===== config.mk =====
export PLATFORM = sky130hd
export DESIGN_NAME = rsa_accel
export DESIGN_NICKNAME = d
export VERILOG_FILES = /design/src/rsa_pkg.sv /design/src/rsa_accel.sv /design/src/rsa_result.sv /design/src/rsa_control.sv /design/src/mont_ladder.sv /design/src/mont_mult.sv
export SDC_FILE = /design/constraint.sdc
export NUM_CORES = 1
export LEC_CHECK = 0
export ABC_AREA = 1
export CELL_PAD_IN_SITES_DETAIL_PLACEMENT = 0
export CELL_PAD_IN_SITES_GLOBAL_PLACEMENT = 1
export CORE_MARGIN = 5
export CORE_UTILIZATION = 29
export CTS_CLUSTER_DIAMETER = 100
export CTS_CLUSTER_SIZE = 25
export DETAILED_ROUTE_END_ITERATION = 6
export DONT_BUFFER_PORTS = 1
export PLACE_DENSITY_LB_ADDON = 0.1
export SYNTH_ARGS = -nofsm -noshare
export SYNTH_HDL_FRONTEND = slang
export SYNTH_SLANG_ARGS = --single-unit

===== constraint.sdc =====
create_clock -name clk -period 8.69 [get_ports clk]
set_clock_uncertainty 0.05 [all_clocks]
set_input_delay 1.738 -clock clk [delete_from_list [all_inputs] [get_ports clk]]
set_output_delay 1.738 -clock clk [all_outputs]
set_load 0.05 [all_outputs]

===== src/rsa_pkg.sv =====
package rsa_pkg;

  // Datapath and bus width
  localparam int WORD_W = 32;

  // Exponent length and ladder bit counter, holds 0 to WORD_W
  localparam int LEN_W = 6;

  localparam logic [WORD_W-1:0] CMD_IDLE    = WORD_W'(0);
  localparam logic [WORD_W-1:0] CMD_COMPUTE = WORD_W'(1);

  // Status word bit positions
  localparam int STATUS_DONE  = 0;
  localparam int STATUS_IDLE  = 1;
  localparam int STATUS_ERROR = 2;

  // One load cycle, WORD_W steps, one final subtraction
  localparam int MULT_LATENCY = WORD_W + 2;

  typedef enum logic [3:0] {
    C_IDLE,
    C_RX,
    C_RX_WAIT,
    C_START,
    C_BUSY,
    C_DONE
  } ctrl_state_t;

  typedef enum logic [3:0] {
    L_IDLE,
    L_ENTRY,
    L_ENTRY_WAIT,
    L_STEP1,
    L_STEP1_WAIT,
    L_STEP2,
    L_STEP2_WAIT,
    L_EXIT,
    L_EXIT_WAIT
  } ladder_state_t;

endpackage

===== src/rsa_accel.sv =====
module rsa_accel (
  input  logic                       clk,
  input  logic                       resetn,
  input  logic [rsa_pkg::WORD_W-1:0] command,
  input  logic [rsa_pkg::WORD_W-1:0] addr_m,
  input  logic [rsa_pkg::WORD_W-1:0] addr_e,
  input  logic [rsa_pkg::WORD_W-1:0] addr_x,
  input  logic [rsa_pkg::WORD_W-1:0] addr_r,
  input  logic [rsa_pkg::WORD_W-1:0] addr_r2,
  input  logic [rsa_pkg::WORD_W-1:0] addr_out,
  input  logic [rsa_pkg::LEN_W-1:0]  exp_len,
  input  logic [rsa_pkg::WORD_W-1:0] rx_data,
  input  logic                       mem_done,
  input  logic                       mem_error,
  output logic [rsa_pkg::WORD_W-1:0] status,
  output logic                       rx_start,
  output logic [rsa_pkg::WORD_W-1:0] rx_address,
  output logic                       tx_start,
  output logic [rsa_pkg::WORD_W-1:0] tx_address,
  output logic [rsa_pkg::WORD_W-1:0] tx_data
);
  import rsa_pkg::*;

  logic              ladder_start;
  logic              ladder_done;
  logic              wb_done;
  logic [WORD_W-1:0] op_m;
  logic [WORD_W-1:0] op_e;
  logic [WORD_W-1:0] op_x;
  logic [WORD_W-1:0] op_r;
  logic [WORD_W-1:0] op_r2;
  logic [LEN_W-1:0]  op_len;
  logic [WORD_W-1:0] ladder_result;

  // Shared multiplier link
  logic              mult_start;
  logic              mult_done;
  logic [WORD_W-1:0] mult_a;
  logic [WORD_W-1:0] mult_b;
  logic [WORD_W-1:0] mult_m;
  logic [WORD_W-1:0] mult_res;

  rsa_control u_control (
    .clk(clk), .resetn(resetn), .command(command),
    .addr_m(addr_m), .addr_e(addr_e), .addr_x(addr_x),
    .addr_r(addr_r), .addr_r2(addr_r2), .exp_len(exp_len),
    .rx_data(rx_data), .mem_done(mem_done), .mem_error(mem_error),
    .wb_done(wb_done), .rx_start(rx_start), .rx_address(rx_address),
    .ladder_start(ladder_start), .op_m(op_m), .op_e(op_e), .op_x(op_x),
    .op_r(op_r), .op_r2(op_r2), .op_len(op_len), .status(status)
  );

  mont_ladder u_ladder (
    .clk(clk), .resetn(resetn), .ladder_start(ladder_start),
    .op_m(op_m), .op_e(op_e), .op_x(op_x), .op_r(op_r), .op_r2(op_r2),
    .op_len(op_len), .mult_done(mult_done), .mult_res(mult_res),
    .mult_start(mult_start), .mult_a(mult_a), .mult_b(mult_b),
    .mult_m(mult_m), .ladder_done(ladder_done), .ladder_result(ladder_result)
  );

  mont_mult u_mult (
    .clk(clk), .resetn(resetn), .mult_start(mult_start),
    .mult_a(mult_a), .mult_b(mult_b), .mult_m(mult_m),
    .mult_done(mult_done), .mult_res(mult_res)
  );

  rsa_result u_result (
    .clk(clk), .resetn(resetn), .ladder_done(ladder_done),
    .ladder_result(ladder_result), .addr_out(addr_out), .mem_done(mem_done),
    .tx_start(tx_start), .tx_address(tx_address), .tx_data(tx_data),
    .wb_done(wb_done)
  );

endmodule


===== src/rsa_result.sv =====
module rsa_result (
  input  logic                       clk,
  input  logic                       resetn,
  input  logic                       ladder_done,
  input  logic [rsa_pkg::WORD_W-1:0] ladder_result,
  input  logic [rsa_pkg::WORD_W-1:0] addr_out,
  input  logic                       mem_done,
  output logic                       tx_start,
  output logic [rsa_pkg::WORD_W-1:0] tx_address,
  output logic [rsa_pkg::WORD_W-1:0] tx_data,
  output logic                       wb_done
);

  logic busy;

  // mem_done only counts while our write is outstanding
  assign wb_done = busy && mem_done;

  always_ff @(posedge clk) begin
    if (!resetn) begin
      busy     <= 1'b0;
      tx_start <= 1'b0;
    end else begin
      tx_start <= 1'b0;
      if (ladder_done) begin
        busy     <= 1'b1;
        tx_start <= 1'b1;
      end else if (wb_done) begin
        busy <= 1'b0;
      end
    end
  end

  // Held until the write completes
  always_ff @(posedge clk) begin
    if (ladder_done) begin
      tx_data    <= ladder_result;
      tx_address <= addr_out;
    end
  end

endmodule


===== src/rsa_control.sv =====
module rsa_control (
  input  logic                       clk,
  input  logic                       resetn,
  input  logic [rsa_pkg::WORD_W-1:0] command,
  input  logic [rsa_pkg::WORD_W-1:0] addr_m,
  input  logic [rsa_pkg::WORD_W-1:0] addr_e,
  input  logic [rsa_pkg::WORD_W-1:0] addr_x,
  input  logic [rsa_pkg::WORD_W-1:0] addr_r,
  input  logic [rsa_pkg::WORD_W-1:0] addr_r2,
  input  logic [rsa_pkg::LEN_W-1:0]  exp_len,
  input  logic [rsa_pkg::WORD_W-1:0] rx_data,
  input  logic                       mem_done,
  input  logic                       mem_error,
  input  logic                       wb_done,
  output logic                       rx_start,
  output logic [rsa_pkg::WORD_W-1:0] rx_address,
  output logic                       ladder_start,
  output logic [rsa_pkg::WORD_W-1:0] op_m,
  output logic [rsa_pkg::WORD_W-1:0] op_e,
  output logic [rsa_pkg::WORD_W-1:0] op_x,
  output logic [rsa_pkg::WORD_W-1:0] op_r,
  output logic [rsa_pkg::WORD_W-1:0] op_r2,
  output logic [rsa_pkg::LEN_W-1:0]  op_len,
  output logic [rsa_pkg::WORD_W-1:0] status
);
  import rsa_pkg::*;

  ctrl_state_t       state;
  logic [2:0]        rd_sel;
  logic [WORD_W-1:0] rd_addr;
  logic              last_read;
  logic              go;

  assign go        = (state == C_IDLE) && (command == CMD_COMPUTE);
  assign last_read = (rd_sel == 3'd4);

  // Operands are fetched in the order m, e, x, r_mod, r2_mod
  always_comb begin
    case (rd_sel)
      3'd0:    rd_addr = addr_m;
      3'd1:    rd_addr = addr_e;
      3'd2:    rd_addr = addr_x;
      3'd3:    rd_addr = addr_r;
      default: rd_addr = addr_r2;
    endcase
  end

  always_ff @(posedge clk) begin
    if (!resetn) begin
      state    <= C_IDLE;
      rd_sel   <= 3'd0;
      rx_start <= 1'b0;
    end else begin
      rx_start <= 1'b0;
      case (state)
        C_IDLE: begin
          if (go) begin
            rd_sel <= 3'd0;
            state  <= C_RX;
          end
        end
        C_RX: begin
          rx_start <= 1'b1;
          state    <= C_RX_WAIT;
        end
        C_RX_WAIT: begin
          if (mem_done) begin
            if (last_read) begin
              state <= C_START;
            end else begin
              rd_sel <= rd_sel + 3'd1;
              state  <= C_RX;
            end
          end
        end
        C_START: state <= C_BUSY;
        C_BUSY: begin
          if (wb_done) begin
            state <= C_DONE;
          end
        end
        // Hold here until the CPU drops the command, or the job would rerun
        C_DONE: begin
          if (command == CMD_IDLE) begin
            state <= C_IDLE;
          end
        end
        default: state <= C_IDLE;
      endcase
    end
  end

  always_ff @(posedge clk) begin
    if (go) begin
      op_len <= exp_len;
    end
    if (state == C_RX) begin
      rx_address <= rd_addr;
    end
    if (state == C_RX_WAIT && mem_done) begin
      case (rd_sel)
        3'd0:    op_m  <= rx_data;
        3'd1:    op_e  <= rx_data;
        3'd2:    op_x  <= rx_data;
        3'd3:    op_r  <= rx_data;
        default: op_r2 <= rx_data;
      endcase
    end
  end

  assign ladder_start = (state == C_START);

  always_comb begin
    status               = '0;
    status[STATUS_DONE]  = (state == C_DONE);
    status[STATUS_IDLE]  = (state == C_IDLE);
    status[STATUS_ERROR] = mem_error;
  end

endmodule


===== src/mont_ladder.sv =====
module mont_ladder (
  input  logic                       clk,
  input  logic                       resetn,
  input  logic                       ladder_start,
  input  logic [rsa_pkg::WORD_W-1:0] op_m,
  input  logic [rsa_pkg::WORD_W-1:0] op_e,
  input  logic [rsa_pkg::WORD_W-1:0] op_x,
  input  logic [rsa_pkg::WORD_W-1:0] op_r,
  input  logic [rsa_pkg::WORD_W-1:0] op_r2,
  input  logic [rsa_pkg::LEN_W-1:0]  op_len,
  input  logic                       mult_done,
  input  logic [rsa_pkg::WORD_W-1:0] mult_res,
  output logic                       mult_start,
  output logic [rsa_pkg::WORD_W-1:0] mult_a,
  output logic [rsa_pkg::WORD_W-1:0] mult_b,
  output logic [rsa_pkg::WORD_W-1:0] mult_m,
  output logic                       ladder_done,
  output logic [rsa_pkg::WORD_W-1:0] ladder_result
);
  import rsa_pkg::*;

  ladder_state_t     state;
  logic [LEN_W-1:0]  bits_left;
  logic [WORD_W-1:0] reg_a;
  logic [WORD_W-1:0] reg_xt;
  logic [WORD_W-1:0] e_sh;
  logic              e_bit;

  // Current exponent bit sits at the top of the shifted copy
  assign e_bit  = e_sh[WORD_W-1];
  assign mult_m = op_m;

  assign mult_start = (state == L_ENTRY) || (state == L_STEP1) ||
                      (state == L_STEP2) || (state == L_EXIT);

  // Operands stay put for the whole multiply, the wait states select the same
  always_comb begin
    mult_a = reg_a;
    mult_b = reg_xt;
    case (state)
      L_ENTRY, L_ENTRY_WAIT: begin
        mult_a = op_x;
        mult_b = op_r2;
      end
      L_STEP2, L_STEP2_WAIT: begin
        if (e_bit) begin
          mult_a = reg_xt;
          mult_b = reg_xt;
        end else begin
          mult_a = reg_a;
          mult_b = reg_a;
        end
      end
      // Multiply by one to leave the Montgomery domain
      L_EXIT, L_EXIT_WAIT: begin
        mult_a = reg_a;
        mult_b = WORD_W'(1);
      end
      default: ;
    endcase
  end

  always_ff @(posedge clk) begin
    if (!resetn) begin
      state       <= L_IDLE;
      bits_left   <= '0;
      ladder_done <= 1'b0;
    end else begin
      ladder_done <= 1'b0;
      case (state)
        L_IDLE: begin
          if (ladder_start) begin
            bits_left <= op_len;
            state     <= L_ENTRY;
          end
        end
        L_ENTRY: state <= L_ENTRY_WAIT;
        L_ENTRY_WAIT: begin
          if (mult_done) begin
            state <= (bits_left == '0) ? L_EXIT : L_STEP1;
          end
        end
        L_STEP1: state <= L_STEP1_WAIT;
        L_STEP1_WAIT: begin
          if (mult_done) begin
            state <= L_STEP2;
          end
        end
        L_STEP2: state <= L_STEP2_WAIT;
        L_STEP2_WAIT: begin
          if (mult_done) begin
            bits_left <= bits_left - 1'b1;
            state     <= (bits_left == LEN_W'(1)) ? L_EXIT : L_STEP1;
          end
        end
        L_EXIT: state <= L_EXIT_WAIT;
        L_EXIT_WAIT: begin
          if (mult_done) begin
            ladder_done <= 1'b1;
            state       <= L_IDLE;
          end
        end
        default: state <= L_IDLE;
      endcase
    end
  end

  always_ff @(posedge clk) begin
    case (state)
      L_IDLE: begin
        if (ladder_start) begin
          reg_a <= op_r;
          e_sh  <= op_e << (LEN_W'(WORD_W) - op_len);
        end
      end
      L_ENTRY_WAIT: begin
        if (mult_done) begin
          reg_xt <= mult_res;
        end
      end
      // First product is mont(A, Xt) for either bit value
      L_STEP1_WAIT: begin
        if (mult_done) begin
          if (e_bit) begin
            reg_a <= mult_res;
          end else begin
            reg_xt <= mult_res;
          end
        end
      end
      L_STEP2_WAIT: begin
        if (mult_done) begin
          if (e_bit) begin
            reg_xt <= mult_res;
          end else begin
            reg_a <= mult_res;
          end
          e_sh <= e_sh << 1;
        end
      end
      L_EXIT_WAIT: begin
        if (mult_done) begin
          ladder_result <= mult_res;
        end
      end
      default: ;
    endcase
  end

endmodule


===== src/mont_mult.sv =====
module mont_mult (
  input  logic                       clk,
  input  logic                       resetn,
  input  logic                       mult_start,
  input  logic [rsa_pkg::WORD_W-1:0] mult_a,
  input  logic [rsa_pkg::WORD_W-1:0] mult_b,
  input  logic [rsa_pkg::WORD_W-1:0] mult_m,
  output logic                       mult_done,
  output logic [rsa_pkg::WORD_W-1:0] mult_res
);
  import rsa_pkg::*;

  logic              busy;
  logic [LEN_W-1:0]  cnt;
  logic [WORD_W-1:0] a_sh;
  logic [WORD_W:0]   acc;
  logic [WORD_W+1:0] sum_ab;
  logic [WORD_W+1:0] sum_m;
  logic [WORD_W:0]   acc_next;
  logic [WORD_W-1:0] acc_red;

  // Add a_i*b, make even with m, halve
  // acc stays below 2m, so it fits in WORD_W+1 bits
  always_comb begin
    sum_ab   = {1'b0, acc} + (a_sh[0] ? {2'b00, mult_b} : '0);
    sum_m    = sum_ab + (sum_ab[0] ? {2'b00, mult_m} : '0);
    acc_next = sum_m[WORD_W+1:1];
    acc_red  = acc[WORD_W-1:0] - mult_m;
  end

  always_ff @(posedge clk) begin
    if (!resetn) begin
      busy      <= 1'b0;
      cnt       <= '0;
      mult_done <= 1'b0;
    end else begin
      mult_done <= 1'b0;
      if (mult_start) begin
        busy <= 1'b1;
        cnt  <= '0;
      end else if (busy) begin
        cnt <= cnt + 1'b1;
        if (cnt == LEN_W'(MULT_LATENCY - 2)) begin
          busy      <= 1'b0;
          mult_done <= 1'b1;
        end
      end
    end
  end

  always_ff @(posedge clk) begin
    if (mult_start) begin
      a_sh <= mult_a;
      acc  <= '0;
    end else if (busy && cnt < LEN_W'(WORD_W)) begin
      a_sh <= a_sh >> 1;
      acc  <= acc_next;
    end else if (busy && cnt == LEN_W'(WORD_W)) begin
      // Single conditional subtraction brings the result below m
      if (acc >= {1'b0, mult_m}) begin
        mult_res <= acc_red;
      end else begin
        mult_res <= acc[WORD_W-1:0];
      end
    end
  end

endmodule


==> impl_results.md <==
* Post-CTS Setup Bufs at 0
* Slew Limit Fails at 0
* Delay-heaviest family, CP: compound AO/OA/AOI/OAI gates
* Root buf cell: clkbuf_16
* Bufs and invs on worst path at 3
* Crit-path max FO at 27
* Netlist Area Pre-Place at 27,870 sq um
* Final hold vios at 0
* # rows at between 100 and 150
* RePlAce Congestion at 0.8863
* # port buffers at 0
* Layout Nets at 3,380
* Most frequent cells in the layout: nand2_1 (882), edfxtp_1 (454), inv_1 (303), nor2_1 (204), a21oi_1 (194)
* Most common cell after layout, fill and taps aside: nand2_1
* Hold_buf cts at 0
* Max FFs per register at 33
* Pleak at approximately 0.012 uW
* Layout cells sized above 1 at 5.150%
* Die W at 320.0 microns
* Via/cell ratio at 4.982
* Vias in the first global route at 21,500
* CTS H-Tree Depth at 2
* CTS sink cnt at 515
* Worst EP arrival at about 7.3 ns
* CP Capture Type: register
* Die area at 102,400 sq um
* Max-cap violations at 0
* TritonRoute pass-1 iters at 5
* CTS clock-pin slew for the worst setup and hold paths at ~0.10 ns
* Top_reg_cell synth: edfxtp_1
* Synth unique cells at 67
* Synth Register Bits at 515
* Average wire per standard cell at about 24 microns
* Startpoint Class: register
* Vias post-DR at ~21,000
* Worst hold path type: register to register
* Worst slew pin tran at 1.377 ns
* Area delta synth->final at 9.020%
* Post-synth EDFFs at around 450
* Max transition margin at 7.371%
* Max VDD drop at 0.0001529 V
* Syn avg cell area at 9.149 sq um
* GRT overflow at 0
* Die Height at 320.0 microns
* Max incr delay on CP at around 0.72 ns
* Slowest-stage cell, CP: nor2_4
* Tot GR Track Use at 18.88%
* DRT iter0 DRCs at 1,496
* DRC Markers at 0
* Crit path required time at around 9 ns
* Pwr dens at 399.3 nW/um^2
* Seq/Total Area, Yosys at 53.30%
* Post_cts resized at 0
* DRT antenna net count at 0
* Post-place instance area at between 20,000 and 30,000 sq um
* Final wirelength at 101.6 mm
* Fmax at 144.8 MHz
* # IOs at 396
* Placed Cells at between 4,000 and 5,000
* CTS tree: built
* Global-route wire length before repair at 145.9 mm
* Finished Core Util at a little under a third
* Final instance area at 30,380 sq um
* RSZ-0062 raised after global routing: false
* Dpl hpwl at 78.64 mm
* Outcome: completed
* Synthesized instance count at 3,046
* Count of non-filler cells in the finished layout at around 4,300
* Later-pin clock latency in the skew report at 0.58 ns
* Crit path time final at slightly below 7 ns
* Syn. warnings at 0
* Clk buf depth at 3
* Finish-stage setup viols at 0
* Biggest register: u_mult.acc
* Initial Utilization at approximately 29%
* Final Cycle Share at around four fifths
* Critical path class: register to register
* Setup TNS at 0 ns
* Largest net degree at the start of global routing at 66
* Filler cells at 9,957
* FFs w/ async S/R, synth at 0%
* Final Power at 12,130 uW
* Clock buffer count from CTS at 34
* Initial antenna violation count at 1
* Core box area at about 95,000 sq um
==> report_power, final <==
part | switching, uW | internal (uW) | total (uW)
Combinational | 4530 | 2040 | 6560
Clock | 1000 | 836 | 1840
Sequential | 384 | 3350 | 3730
Total | 5910 | 6220 | 12100
==> worst reg2reg max path, cell delays in order, from the launching register on <==
cell and delay [ns]:
dfxtp_1 0.44, nor2_1 0.08, inv_1 0.14, nand3_2 0.45
nor2_4 0.72, buf_4 0.41, a21oi_1 0.13, a21oi_1 0.40
ha_1 0.38, a21oi_1 0.21, nand2_1 0.11, a21boi_1 0.33
o21bai_1 0.29, a21boi_1 0.32, o21ai_2 0.16, nand2_1 0.08
nand2_1 0.05, xor2_1 0.16, ha_1 0.39, nand2_1 0.13
o21ai_0 0.62, a21oi_1 0.16, o21a_1 0.23, nand3_1 0.08
nand3_1 0.08, o211ai_1 0.11, inv_1 0.05
==> final timing paths <==
path	startpoint	endpoint	slack (ns)	cells past startpoint
worst min-delay path	u_ladder.ladder_result[25]$_DFFE_PP_	u_result.tx_data[25]$_DFFE_PP_	0.38	0
worst max register to register	u_ladder.state[0]$_SDFFE_PN0P_	u_mult.acc[27]$_SDFFE_PN0P_	1.78	26
worst min register to register	u_ladder.ladder_result[25]$_DFFE_PP_	u_result.tx_data[25]$_DFFE_PP_	0.38	0
worst max-delay path	u_ladder.state[0]$_SDFFE_PN0P_	u_mult.acc[27]$_SDFFE_PN0P_	1.78	26
==> cell families (layout without fill, tap and decap cells) <==
kind of cell	after synthesis	after routing	synth area share, %
xor gates and xnor gates	71	71	2.258
AOI/OAI and AO/OA	617	617	13.97
and+or+nand+nor	1285	1285	18.68
DFF	515	515	53.30
muxes	5	5	0.1841
adders and majority gates	108	108	4.930
buffers and inverters	444	399	6.658
other	1	30	0.01346
==> metal layers <==
layer | vias to the layer above | share of wire (%) | global-route usage, %
met2 | 563 | 48 | 31.91
met3 | 85 | 4.8 | 2.706
met5 | - | 0 | 0
met1 | 10440 | 46 | 26.15
met4 | 0 | 1.7 | 3.450
li1 | 10310 | - | -
==> Yosys cell counts, types with 47 or more instances <==
cell type / number / area (sq um)
a21oi_1: 194 / 970.9
a221oi_1: 77 / 674.4
clkbuf_1: 74 / 277.8
dfxtp_1: 61 / 1221
edfxtp_1: 454 / 13630
ha_1: 105 / 1314
inv_1: 304 / 1141
nand2_1: 883 / 3314
nand3_1: 107 / 535.5
nor2_1: 212 / 795.8
o21ai_0: 162 / 810.8
xor2_1: 47 / 411.6
==> cell type report <==
type	count	area [sq um]	share of cell area (%)
antenna	1	2.502	0.008237
clock buffer	40	937.1	3.085
clock inverter	19	247.7	0.8154
inverter	309	1160	3.818
multi-input combinational	2115	11360	37.39
sequential	515	14860	48.90
tap	1265	1583	5.210
timing repair buffer	31	232.7	0.7660
==> per-stage QoR <==
stage          hold WS (ns)  setup WS [ns]
2_1_floorplan        0.3503          1.976
3_3_place_gp         0.3514          1.716
3_5_place_dp         0.3545          1.812
4_1_cts              0.3775          1.785
5_1_grt              0.3801          1.143
6_report             0.3764          1.784
Note: power is estimated with default switching activity, not from simulation.
